## config.mk

```make
export PLATFORM = sky130hd
export DESIGN_NAME = bpu
export DESIGN_NICKNAME = d
export VERILOG_FILES = /design/src/logic/bpu_pkg.sv /design/src/logic/ftb.sv /design/src/logic/bimodal_predictor.sv /design/src/logic/ras.sv /design/src/logic/bpu.sv
export SDC_FILE = /design/constraint.sdc
export NUM_CORES = 2
export LEC_CHECK = 0
export ABC_CLOCK_PERIOD_IN_PS = 23200
export BUFFER_PORTS_ARGS = -buffer_cell sky130_fd_sc_hd__buf_2
export CORE_MARGIN = 2
export CORE_UTILIZATION = 45
export DETAILED_ROUTE_END_ITERATION = 7
export GPL_ROUTABILITY_DRIVEN = 0
export PLACE_DENSITY = 0.67
export SLEW_MARGIN = 10
export SYNTH_ARGS = -nofsm -noshare
export SYNTH_HDL_FRONTEND = slang
export SYNTH_SLANG_ARGS = --single-unit
export TNS_END_PERCENT = 50
```

## constraint.sdc

```tcl
create_clock -name clk -period 23.2 [get_ports clk]
set_input_delay 3.48 -clock clk [delete_from_list [all_inputs] [get_ports clk]]
set_output_delay 3.48 -clock clk [all_outputs]
set_load 0.01 [all_outputs]
```

## src/logic/bpu_pkg.sv

```systemverilog
////////////////////////////////////////
// Shared definitions for the branch prediction unit.
// Widths, the branch type encoding and the packed records
// exchanged with the FTQ. Modules import what they need.
////////////////////////////////////////
package bpu_pkg;

    // PC and fetch block geometry
    parameter int ADDR_WIDTH     = 32;
    parameter int FETCH_WIDTH    = 4;
    parameter int LEN_WIDTH      = 3;
    // Counter field carried in the meta, modules use the low bits
    parameter int META_CTR_WIDTH = 4;

    typedef enum logic [1:0] {
        BRANCH_COND   = 2'd0,
        BRANCH_CALL   = 2'd1,
        BRANCH_RET    = 2'd2,
        BRANCH_UNCOND = 2'd3
    } branch_type_t;

    // Fetch block handed to the FTQ
    typedef struct packed {
        logic                  valid;
        logic [ADDR_WIDTH-1:0] start_pc;
        logic [LEN_WIDTH-1:0]  length;
        logic                  is_cross_cacheline;
        logic                  predicted_taken;
        logic                  predict_valid;
    } ftq_block_t;

    typedef struct packed {
        logic                  valid;
        logic [ADDR_WIDTH-1:0] tag;
        branch_type_t          branch_type;
        logic                  is_cross_cacheline;
        logic [ADDR_WIDTH-1:0] jump_target;
        logic [ADDR_WIDTH-1:0] fall_through;
    } ftb_entry_t;

    // Prediction state returned with every training record
    typedef struct packed {
        logic                      ftb_hit;
        logic [META_CTR_WIDTH-1:0] ctr;
    } bpu_meta_t;

    typedef struct packed {
        logic                  valid;
        logic [ADDR_WIDTH-1:0] start_pc;
        branch_type_t          branch_type;
        logic                  is_taken;
        logic                  predicted_taken;
        logic                  is_cross_cacheline;
        logic                  ftb_dirty;
        logic [ADDR_WIDTH-1:0] jump_target;
        logic [ADDR_WIDTH-1:0] fall_through;
        bpu_meta_t             meta;
    } ftq_train_t;

endpackage

```

## src/logic/ftb.sv

```systemverilog
////////////////////////////////////////
// Direct-mapped fetch target buffer.
// Lookup is registered, so hit and entry appear one cycle
// after query_pc_i. A write with a clear valid bit drops the set.
////////////////////////////////////////
module ftb #(
    parameter int FTB_NSET = 16
) (
    input  logic                          clk,
    input  logic                          rst_n_i,

    input  logic [bpu_pkg::ADDR_WIDTH-1:0] query_pc_i,
    output logic                          hit_o,
    output bpu_pkg::ftb_entry_t           entry_o,

    input  logic                          update_valid_i,
    input  logic [bpu_pkg::ADDR_WIDTH-1:0] update_pc_i,
    input  bpu_pkg::ftb_entry_t           update_entry_i
);
    import bpu_pkg::*;

    localparam int IDX_W = $clog2(FTB_NSET);

    ftb_entry_t            table_q [FTB_NSET];
    logic [FTB_NSET-1:0]   valid_bits_q;

    logic [IDX_W-1:0]      query_idx;
    logic [IDX_W-1:0]      update_idx;
    logic [ADDR_WIDTH-1:0] query_tag;

    ftb_entry_t            entry_q;
    logic                  valid_q;
    logic                  hit_q;

    // Index sits just above the word offset
    assign query_idx  = query_pc_i[IDX_W+1:2];
    assign update_idx = update_pc_i[IDX_W+1:2];
    // Tag is zero extended, upper bits stay clear for bigger tables
    assign query_tag  = ADDR_WIDTH'(query_pc_i[ADDR_WIDTH-1:IDX_W+2]);

    ////////////////////////////////////////
    // Valid bits and registered compare
    ////////////////////////////////////////
    always_ff @(posedge clk) begin
        if (!rst_n_i) begin
            valid_bits_q <= '0;
            valid_q      <= 1'b0;
            hit_q        <= 1'b0;
        end else begin
            valid_q <= valid_bits_q[query_idx];
            hit_q   <= valid_bits_q[query_idx] && (table_q[query_idx].tag == query_tag);
            if (update_valid_i) begin
                valid_bits_q[update_idx] <= update_entry_i.valid;
            end
        end
    end

    ////////////////////////////////////////
    // Entry storage
    ////////////////////////////////////////
    always_ff @(posedge clk) begin
        entry_q <= table_q[query_idx];
        if (update_valid_i) begin
            table_q[update_idx] <= update_entry_i;
        end
    end

    assign hit_o = hit_q;

    // Valid in the entry reflects the reset-cleared bit vector
    always_comb begin
        entry_o       = entry_q;
        entry_o.valid = valid_q;
    end

endmodule

```

## src/logic/bimodal_predictor.sv

```systemverilog
////////////////////////////////////////
// Bimodal direction predictor.
// One saturating counter per set, registered lookup.
// Training moves the counter from the meta one step.
////////////////////////////////////////
module bimodal_predictor #(
    parameter int FTB_NSET  = 16,
    parameter int CTR_WIDTH = 2
) (
    input  logic                              clk,
    input  logic                              rst_n_i,

    input  logic [bpu_pkg::ADDR_WIDTH-1:0]     query_pc_i,
    output logic [bpu_pkg::META_CTR_WIDTH-1:0] ctr_o,

    input  logic                              update_valid_i,
    input  logic [bpu_pkg::ADDR_WIDTH-1:0]     update_pc_i,
    input  logic                              update_taken_i,
    input  logic [bpu_pkg::META_CTR_WIDTH-1:0] update_ctr_i
);
    import bpu_pkg::*;

    localparam int IDX_W = $clog2(FTB_NSET);
    localparam logic [CTR_WIDTH-1:0] CTR_MAX  = '1;
    // Weakly not-taken
    localparam logic [CTR_WIDTH-1:0] CTR_WEAK = CTR_WIDTH'((1 << (CTR_WIDTH - 1)) - 1);

    logic [CTR_WIDTH-1:0] ctr_table_q [FTB_NSET];
    logic [CTR_WIDTH-1:0] ctr_q;
    logic [CTR_WIDTH-1:0] old_ctr;
    logic [CTR_WIDTH-1:0] new_ctr;

    assign old_ctr = update_ctr_i[CTR_WIDTH-1:0];

    // Saturate at both ends
    always_comb begin
        new_ctr = old_ctr;
        if (update_taken_i && (old_ctr != CTR_MAX)) begin
            new_ctr = old_ctr + 1'b1;
        end else if (!update_taken_i && (old_ctr != '0)) begin
            new_ctr = old_ctr - 1'b1;
        end
    end

    always_ff @(posedge clk) begin
        if (!rst_n_i) begin
            for (int i = 0; i < FTB_NSET; i++) begin
                ctr_table_q[i] <= CTR_WEAK;
            end
            ctr_q <= CTR_WEAK;
        end else begin
            ctr_q <= ctr_table_q[query_pc_i[IDX_W+1:2]];
            if (update_valid_i) begin
                ctr_table_q[update_pc_i[IDX_W+1:2]] <= new_ctr;
            end
        end
    end

    assign ctr_o = META_CTR_WIDTH'(ctr_q);

endmodule

```

## src/logic/ras.sv

```systemverilog
////////////////////////////////////////
// Return address stack, circular.
// Overflow overwrites the oldest entry; push wins over pop.
////////////////////////////////////////
module ras #(
    parameter int RAS_DEPTH = 8
) (
    input  logic                          clk,
    input  logic                          rst_n_i,
    input  logic                          push_i,
    input  logic [bpu_pkg::ADDR_WIDTH-1:0] push_addr_i,
    input  logic                          pop_i,
    output logic [bpu_pkg::ADDR_WIDTH-1:0] top_addr_o
);
    import bpu_pkg::*;

    localparam int PTR_W = $clog2(RAS_DEPTH);

    logic [ADDR_WIDTH-1:0] stack_q [RAS_DEPTH];
    logic [PTR_W-1:0]      ptr_q;
    logic [PTR_W-1:0]      ptr_inc;
    logic [PTR_W-1:0]      ptr_dec;

    // Wrap explicitly so any depth works
    assign ptr_inc = (ptr_q == PTR_W'(RAS_DEPTH - 1)) ? '0 : ptr_q + 1'b1;
    assign ptr_dec = (ptr_q == '0) ? PTR_W'(RAS_DEPTH - 1) : ptr_q - 1'b1;

    // Pointer names the current top
    always_ff @(posedge clk) begin
        if (!rst_n_i) begin
            ptr_q <= '0;
        end else if (push_i) begin
            ptr_q <= ptr_inc;
        end else if (pop_i) begin
            ptr_q <= ptr_dec;
        end
    end

    always_ff @(posedge clk) begin
        if (push_i) begin
            stack_q[ptr_inc] <= push_addr_i;
        end
    end

    assign top_addr_o = stack_q[ptr_q];

endmodule

```

## src/logic/bpu.sv

```systemverilog
////////////////////////////////////////
// Branch prediction unit, top level.
// P0 sends a next-line block, P1 may override it with an FTB,
// counter and RAS based redirect. One FTQ training record a cycle.
////////////////////////////////////////
module bpu #(
    parameter int FTB_NSET  = 16,
    parameter int CTR_WIDTH = 2,
    parameter int RAS_DEPTH = 8
) (
    input  logic                          clk,
    input  logic                          rst_n_i,

    input  logic [bpu_pkg::ADDR_WIDTH-1:0] pc_i,
    input  logic                          ftq_full_i,
    input  logic                          backend_flush_i,
    input  bpu_pkg::ftq_train_t           ftq_train_i,

    output bpu_pkg::ftq_block_t           ftq_p0_o,
    output bpu_pkg::ftq_block_t           ftq_p1_o,
    output bpu_pkg::bpu_meta_t            meta_o,
    output logic                          redirect_o,
    output logic [bpu_pkg::ADDR_WIDTH-1:0] redirect_pc_o
);
    import bpu_pkg::*;

    localparam int IDX_W = $clog2(FTB_NSET);

    logic [ADDR_WIDTH-1:0]     p1_pc_q;
    logic                      flush_q;
    logic                      full_q;
    logic                      redirect;

    logic                      ftb_hit;
    ftb_entry_t                ftb_entry;
    logic [META_CTR_WIDTH-1:0] ctr;
    logic                      ctr_taken;
    logic [ADDR_WIDTH-1:0]     ras_top;

    logic                      page_end;
    logic [11:0]               page_left;

    logic                      ftb_update_valid;
    ftb_entry_t                ftb_update_entry;
    logic                      mispredict;
    logic                      dirty_hit;
    logic                      ctr_update_valid;
    logic                      ras_push;
    logic                      ras_pop;

    ////////////////////////////////////////
    // P0 next-line block
    ////////////////////////////////////////
    // Four words would run past the 4 KiB page
    assign page_end  = pc_i[11:0] > 12'hFF0;
    assign page_left = 12'h000 - pc_i[11:0];

    always_comb begin
        ftq_p0_o = '0;
        if (!ftq_full_i) begin
            ftq_p0_o.valid    = 1'b1;
            ftq_p0_o.start_pc = pc_i;
            ftq_p0_o.length   = page_end ? page_left[LEN_WIDTH+1:2] : LEN_WIDTH'(FETCH_WIDTH);
            // A truncated block ends on the page edge, so it never crosses a line
            ftq_p0_o.is_cross_cacheline = (pc_i[3:2] != 2'b00) && !page_end;
        end
    end

    ////////////////////////////////////////
    // P1 override
    ////////////////////////////////////////
    always_ff @(posedge clk) begin
        p1_pc_q <= pc_i;
    end

    // Reset counts as a flush, so the first P1 cycle never redirects
    always_ff @(posedge clk) begin
        if (!rst_n_i) begin
            flush_q <= 1'b1;
            full_q  <= 1'b0;
        end else begin
            flush_q <= backend_flush_i | redirect;
            full_q  <= ftq_full_i;
        end
    end

    assign redirect   = ftb_hit & ~flush_q & ~full_q;
    assign redirect_o = redirect;
    assign ctr_taken  = ctr[CTR_WIDTH-1];

    always_comb begin
        case (ftb_entry.branch_type)
            BRANCH_COND:   redirect_pc_o = ctr_taken ? ftb_entry.jump_target
                                                     : ftb_entry.fall_through;
            BRANCH_RET:    redirect_pc_o = ras_top;
            default:       redirect_pc_o = ftb_entry.jump_target;
        endcase
    end

    // Unconditional jumps redirect without a corrected block
    always_comb begin
        ftq_p1_o = '0;
        if (redirect && (ftb_entry.branch_type != BRANCH_UNCOND)) begin
            ftq_p1_o.valid              = 1'b1;
            ftq_p1_o.start_pc           = p1_pc_q;
            // Modulo 8 word distance to the fall-through
            ftq_p1_o.length             = ftb_entry.fall_through[LEN_WIDTH+1:2]
                                        - p1_pc_q[LEN_WIDTH+1:2];
            ftq_p1_o.is_cross_cacheline = ftb_entry.is_cross_cacheline;
            ftq_p1_o.predicted_taken    = (ftb_entry.branch_type == BRANCH_COND) ? ctr_taken
                                                                                  : 1'b1;
            ftq_p1_o.predict_valid      = 1'b1;
        end
    end

    assign meta_o.ftb_hit = ftb_hit;
    assign meta_o.ctr     = ctr;

    ////////////////////////////////////////
    // Training decode
    ////////////////////////////////////////
    assign mispredict = ftq_train_i.predicted_taken ^ ftq_train_i.is_taken;
    assign dirty_hit  = ftq_train_i.ftb_dirty & ftq_train_i.meta.ftb_hit;

    // New branch seen taken, or a polluted entry to drop
    assign ftb_update_valid = ftq_train_i.valid
                            & (ftq_train_i.branch_type != BRANCH_UNCOND)
                            & ((mispredict & ~ftq_train_i.meta.ftb_hit) | dirty_hit);

    always_comb begin
        ftb_update_entry.valid              = ~dirty_hit;
        ftb_update_entry.tag                = ADDR_WIDTH'(ftq_train_i.start_pc[ADDR_WIDTH-1:IDX_W+2]);
        ftb_update_entry.branch_type        = ftq_train_i.branch_type;
        ftb_update_entry.is_cross_cacheline = ftq_train_i.is_cross_cacheline;
        ftb_update_entry.jump_target        = ftq_train_i.jump_target;
        ftb_update_entry.fall_through       = ftq_train_i.fall_through;
    end

    assign ctr_update_valid = ftq_train_i.valid & (ftq_train_i.branch_type == BRANCH_COND);
    assign ras_push         = ftq_train_i.valid & (ftq_train_i.branch_type == BRANCH_CALL);
    assign ras_pop          = ftq_train_i.valid & (ftq_train_i.branch_type == BRANCH_RET);

    ////////////////////////////////////////
    // Predictors
    ////////////////////////////////////////
    ftb #(
        .FTB_NSET(FTB_NSET)
    ) u_ftb (
        .clk           (clk),
        .rst_n_i       (rst_n_i),
        .query_pc_i    (pc_i),
        .hit_o         (ftb_hit),
        .entry_o       (ftb_entry),
        .update_valid_i(ftb_update_valid),
        .update_pc_i   (ftq_train_i.start_pc),
        .update_entry_i(ftb_update_entry)
    );

    bimodal_predictor #(
        .FTB_NSET (FTB_NSET),
        .CTR_WIDTH(CTR_WIDTH)
    ) u_bimodal (
        .clk           (clk),
        .rst_n_i       (rst_n_i),
        .query_pc_i    (pc_i),
        .ctr_o         (ctr),
        .update_valid_i(ctr_update_valid),
        .update_pc_i   (ftq_train_i.start_pc),
        .update_taken_i(ftq_train_i.is_taken),
        .update_ctr_i  (ftq_train_i.meta.ctr)
    );

    ras #(
        .RAS_DEPTH(RAS_DEPTH)
    ) u_ras (
        .clk        (clk),
        .rst_n_i    (rst_n_i),
        .push_i     (ras_push),
        .push_addr_i(ftq_train_i.fall_through),
        .pop_i      (ras_pop),
        .top_addr_o (ras_top)
    );

endmodule

```

==> results <==
- The flow ran to the end, and the final reports show no timing, DRC or antenna violations.
- The type of the setup path with the least slack is primary input to primary output.
- STA classifies the critical path endpoint as a primary output.
- The worst setup path is launched from a primary input.
- Once detail routing completed, the nets flagged for antenna violations numbered 0.
- The portion of synthesized area spent on multiplexers is 17.07%.
- The longest clock path from root to sink contains 3 buffers.
- Using the TritonRoute via totals, the vias-per-cell ratio works out to 5.984.
- Measured along the y axis, the die boundary spans 404.9 um.
- The worst pin sits at a relative slew slack of between 10% and 20%.
- After synthesis, the mean cell area works out to 22.22 um2.
- The overall track demand over capacity in global routing is 21.35%.
- The netlist uses between 60 and 70 different library cells.
- The final total power is 0.007098 W.
- The die covers 163900 um2.
- The count of yosys warnings during synthesis is 0.
- The standby leakage power is 26.50 nW.
- The H-tree depth is 4.
- The count of hold buffers inserted by post-cts repair is 0.
- The number of design rule violations left after detail routing is 0.
- The clock sink count is 1902.
- The clock network power share is about two fifths.
- The count of buffers added by post-CTS timing repair for setup is 0.
- For met1 alone, demand over resource in global routing was 30.14%.
- Along the worst hold path, the cell count comes to 1.
- In the final layout, the share of cells above drive strength 1 is a little under a third.
- Based on the critical path, the design can be clocked at up to 114.2 MHz.
- The die boundary width is 404.9 um.
- After the last flow step, the layout net total stands at 3727.
- The total iterations of the first detailed-routing run is 5.
- For this block, the routed nets add up to between 150000 and 200000 um of wire.
- The worst hold path terminates at u_ftb.valid_bits_q[13].
- Sequential elements use 77.23% of the synthesized area.
- Of the total power, registers draw a little over half.
- The post-synthesis share of cell area spent on xor and xnor gates is 0.3028%.
- The startpoint of the most critical hold path is u_ftb.valid_bits_q[13].
- The synthesized netlist devotes less than 1% of its cell area to adder and majority cells.
- After clock tree synthesis, the clock-pin slew on the worst setup and hold paths is 60 ps.
- In this run the power spent charging and discharging nets is between 0.0015 and 0.002 W.
- The number of cells on the worst reg-to-reg path is 7.
- The number of synthesized flops with an enable pin is 1776.
- The synthesized design contains 1902 register bits.
- After detailed routing, the average wire length per cell comes to 29.98 um.
- After floorplanning, the core was divided into 147 placement rows.
- The met2 track utilization from global routing is 33.85%.
- The synthesized-area fraction occupied by ao, oa, aoi and oai cells is 1.701%.
- The tree is rooted in a clkbuf_16.
- The core region is 160000 um2.
- The peak-usage layer in the global routing report is met2.
- Summed over all failing endpoints, the final setup total negative slack is 0 ps.
- For this run the aggregate overflow at the end of global routing stands at 0.
- Hold is met by roughly 500 ps.
- At the worst endpoint, the required time is 19720 ps.
- For the worst-skew pair, the clock arrives at the later sink with an insertion delay of 820 ps.
- 260 I/O pins were placed.
- The kind of path behind the tightest hold check is register to register.
- The smallest clock period supported by the final layout is computed as 8760 ps.
- After clock tree synthesis, the repair step resized 0 gates.
- The area added between synthesis and finish is 13.38%.
- The number of vias in the routed layout is 34900.
- The first global-routing pass estimated 249800 um of wire.
- The number of buffers created by CTS is 182.
- The HPWL after detailed placement is just over 90000 um.
- The dominant combinational cell family by area after synthesis is multiplexers.
- The commonest register cell after synthesis is edfxtp_1.
- At the worst endpoint, the arrival time is roughly 5300 ps.
- Setup violations remaining at the end of the flow were counted as 0.
- The cell area that synthesis handed to floorplanning was 72320 um2.
- The endpoint of the most critical register-to-register path is u_ftb.hit_o.
- The peak supply drop is 0.00008091 V.
- The fraction of the mapped netlist area in simple logic gates is 2.249%.
- The internal power is 0.005562 W.
- Entering global routing, the biggest net connects 142 pins.
- The global-route track usage on met3 is about 4.8%.
- Per report_power, the combinational group accounts for under 10% of the total.
- For this design the ratio of total power to cell area is 86.57 nW/um2.
- The final setup skew is 29.28 ps.
- Across all register-to-register paths, the minimum setup slack is approximately 20000 ps.
- The actual slew at the worst max-slew pin is 1274 ps.
- The violation count after the first detailed-route iteration is 4538.
- In the synthesized netlist the async set-or-reset flop fraction comes to 0%.
- The starting density of the core is between 40% and 50%.
- Max-cap violations in this run came to 0.
- The number of hold-slack violations in the final timing report is 0.
- The top fanout value on the critical path is 46.
- Buffers placed on the I/O ports in this run total 251.
- The number of standard cells after synthesis is 3254.
- The number of antenna violations at the first check in global routing is 43.
- The final critical-path share of the clock period is 37.76%.
- The number of global-route vias before repair was ~35000.
- The final max-slew violation count came to 0.
- The fraction of power spent switching nets is 21.63%.
- Setup repair after global routing left no endpoint under its margin.
- In this run the critical register-to-register path is launched from u_ftb.table_q[6][90].
- TritonCTS built the clock tree.
## layout make-up
class / instances / area [um2]
Clock buffer: 259 / 5036
Fill cell: 12450 / 78030
Sequential cell: 1902 / 55860
Tap cell: 2086 / 2610
Timing Repair Buffer: 317 / 1906
Inverter: 24 / 95.09
Multi-Input combinational cell: 1148 / 15720
Antenna cell: 11 / 27.53
Clock inverter: 86 / 728.2
## cell usage in the layout, fill, tap and decap left out, types with 6 or more instances in the layout
master        n
o21ai_0      47
diode_2      11
xor2_1        8
a22o_1        7
clkinv_2     34
clkinv_1     28
clkbuf_16   184
o211a_1      16
mux2_2       46
nand3_1      38
and2_1       43
buf_4        56
bufinv_16     7
nand2b_1      9
mux2i_1      63
dfxtp_1     121
nand2_1      97
ha_1          7
edfxtp_1   1776
clkbuf_1     60
nor3_1       10
a211oi_1      7
a21oi_1      13
a22oi_1      37
nor2_4       17
and3_1        6
clkbuf_8     16
inv_1        22
mux4_2      482
buf_12       10
nand4_1      13
nor3_2        8
o22ai_1       7
xnor2_1      17
mux4_1       13
nor2_1       49
buf_2       248
nor2b_1      32
## registers in the layout (all words and copies together) (netlist names), named ones only
| name | cells |
|---|---|
| p1_pc_q | 32 |
| u_bimodal.ctr_table_q | 32 |
| u_ftb.hit_o | 1 |
| flush_q | 1 |
| u_ftb.valid_bits_q | 16 |
| u_ftb.table_q | 1488 |
| u_ras.stack_q | 256 |
| u_bimodal.ctr_q | 2 |
| u_ftb.entry_o | 67 |
| u_ras.ptr_q | 3 |
| full_q | 1 |
## Yosys cell counts, drive strengths merged, types with 4 or more instances
| cell | number | area (um2) |
|---|---|---|
| o21ai | 47 | 235.2 |
| and2 | 43 | 269.0 |
| a22oi | 37 | 277.8 |
| a211oi | 7 | 52.55 |
| inv | 23 | 86.33 |
| mux2 | 46 | 518.0 |
| o22ai | 7 | 43.79 |
| o211a | 16 | 160.2 |
| nand3b | 4 | 30.03 |
| edfxtp | 1776 | 53330 |
| o2111ai | 5 | 43.79 |
| mux4 | 495 | 11200 |
| mux2i | 63 | 630.6 |
| ha | 7 | 87.58 |
| nor3 | 18 | 90.09 |
| nand2b | 9 | 56.30 |
| nand3 | 38 | 190.2 |
| nor2 | 67 | 254.0 |
| a21oi | 14 | 70.07 |
| xnor2 | 17 | 148.9 |
| xor2 | 8 | 70.07 |
| nand4 | 13 | 81.33 |
| o211ai | 4 | 35.03 |
| nand2 | 97 | 364.1 |
| a22o | 7 | 61.31 |
| dfxtp | 126 | 2522 |
| and3 | 6 | 37.54 |
| nor2b | 32 | 200.2 |
| clkbuf | 85 | 320.3 |
| buf | 98 | 520.5 |
## power groups by stage
stage	clock, W	sequential (W)	combinational (W)
3_3_place_gp	0	0.00391	0.000395
2_1_floorplan	0	0.00389	0.000241
4_1_cts	0.00292	0.00383	0.000402
6_report	0.00286	0.00383	0.000400
5_1_grt	0.00305	0.00384	0.000427
3_5_place_dp	0	0.00391	0.000400
## how the worst max path moves through the flow
stage                              start               endpoint  depth (start not counted)  slack (ps)
final                            pc_i[5]            ftq_p0_o[2]                          6       14440
after global routing             pc_i[5]            ftq_p0_o[2]                          6       14410
after CTS                        pc_i[5]            ftq_p0_o[2]                          6       14470
after detailed placement         pc_i[5]            ftq_p0_o[2]                          6       14470
after global placement           pc_i[5]            ftq_p0_o[2]                          6       14480
after floorplan           ftq_train_i[4]  u_ftb.valid_bits_q[2]                          8       11870
## kinds of logic after synthesis
family	Yosys count
AOI/OAI and AO/OA	172
xor gates and xnor gates	25
adders and majority gates	8
buffers and inverters	207
DFF	1902
muxes	604
other	1
and+or+nand+nor	335
## critical path, cell delays in order
cell	delay (ps)
buf_2	120
buf_4	560
nand4_1	250
nor2_1	410
nor3_1	220
buf_2	220
## metal layers
metal,wire length (um),vias up
li1,-,14270
met1,71510,18680
met2,84170,1623
met3,15290,312
met4,3781,22
met5,141,-
## through the flow
stage          instances  utilization [%]  instance area, um2  setup WS [ps]
5_1_grt             5826            51.23               81970          14410
4_1_cts             5822            51.22               81960          14470
2_1_floorplan       3257                -               72330          11870
3_3_place_gp        5477            47.62               76200          14480
6_report            5833            51.24               81990          14440
3_5_place_dp        5477            47.62               76200          14470
(Power assumes the default switching activity.)
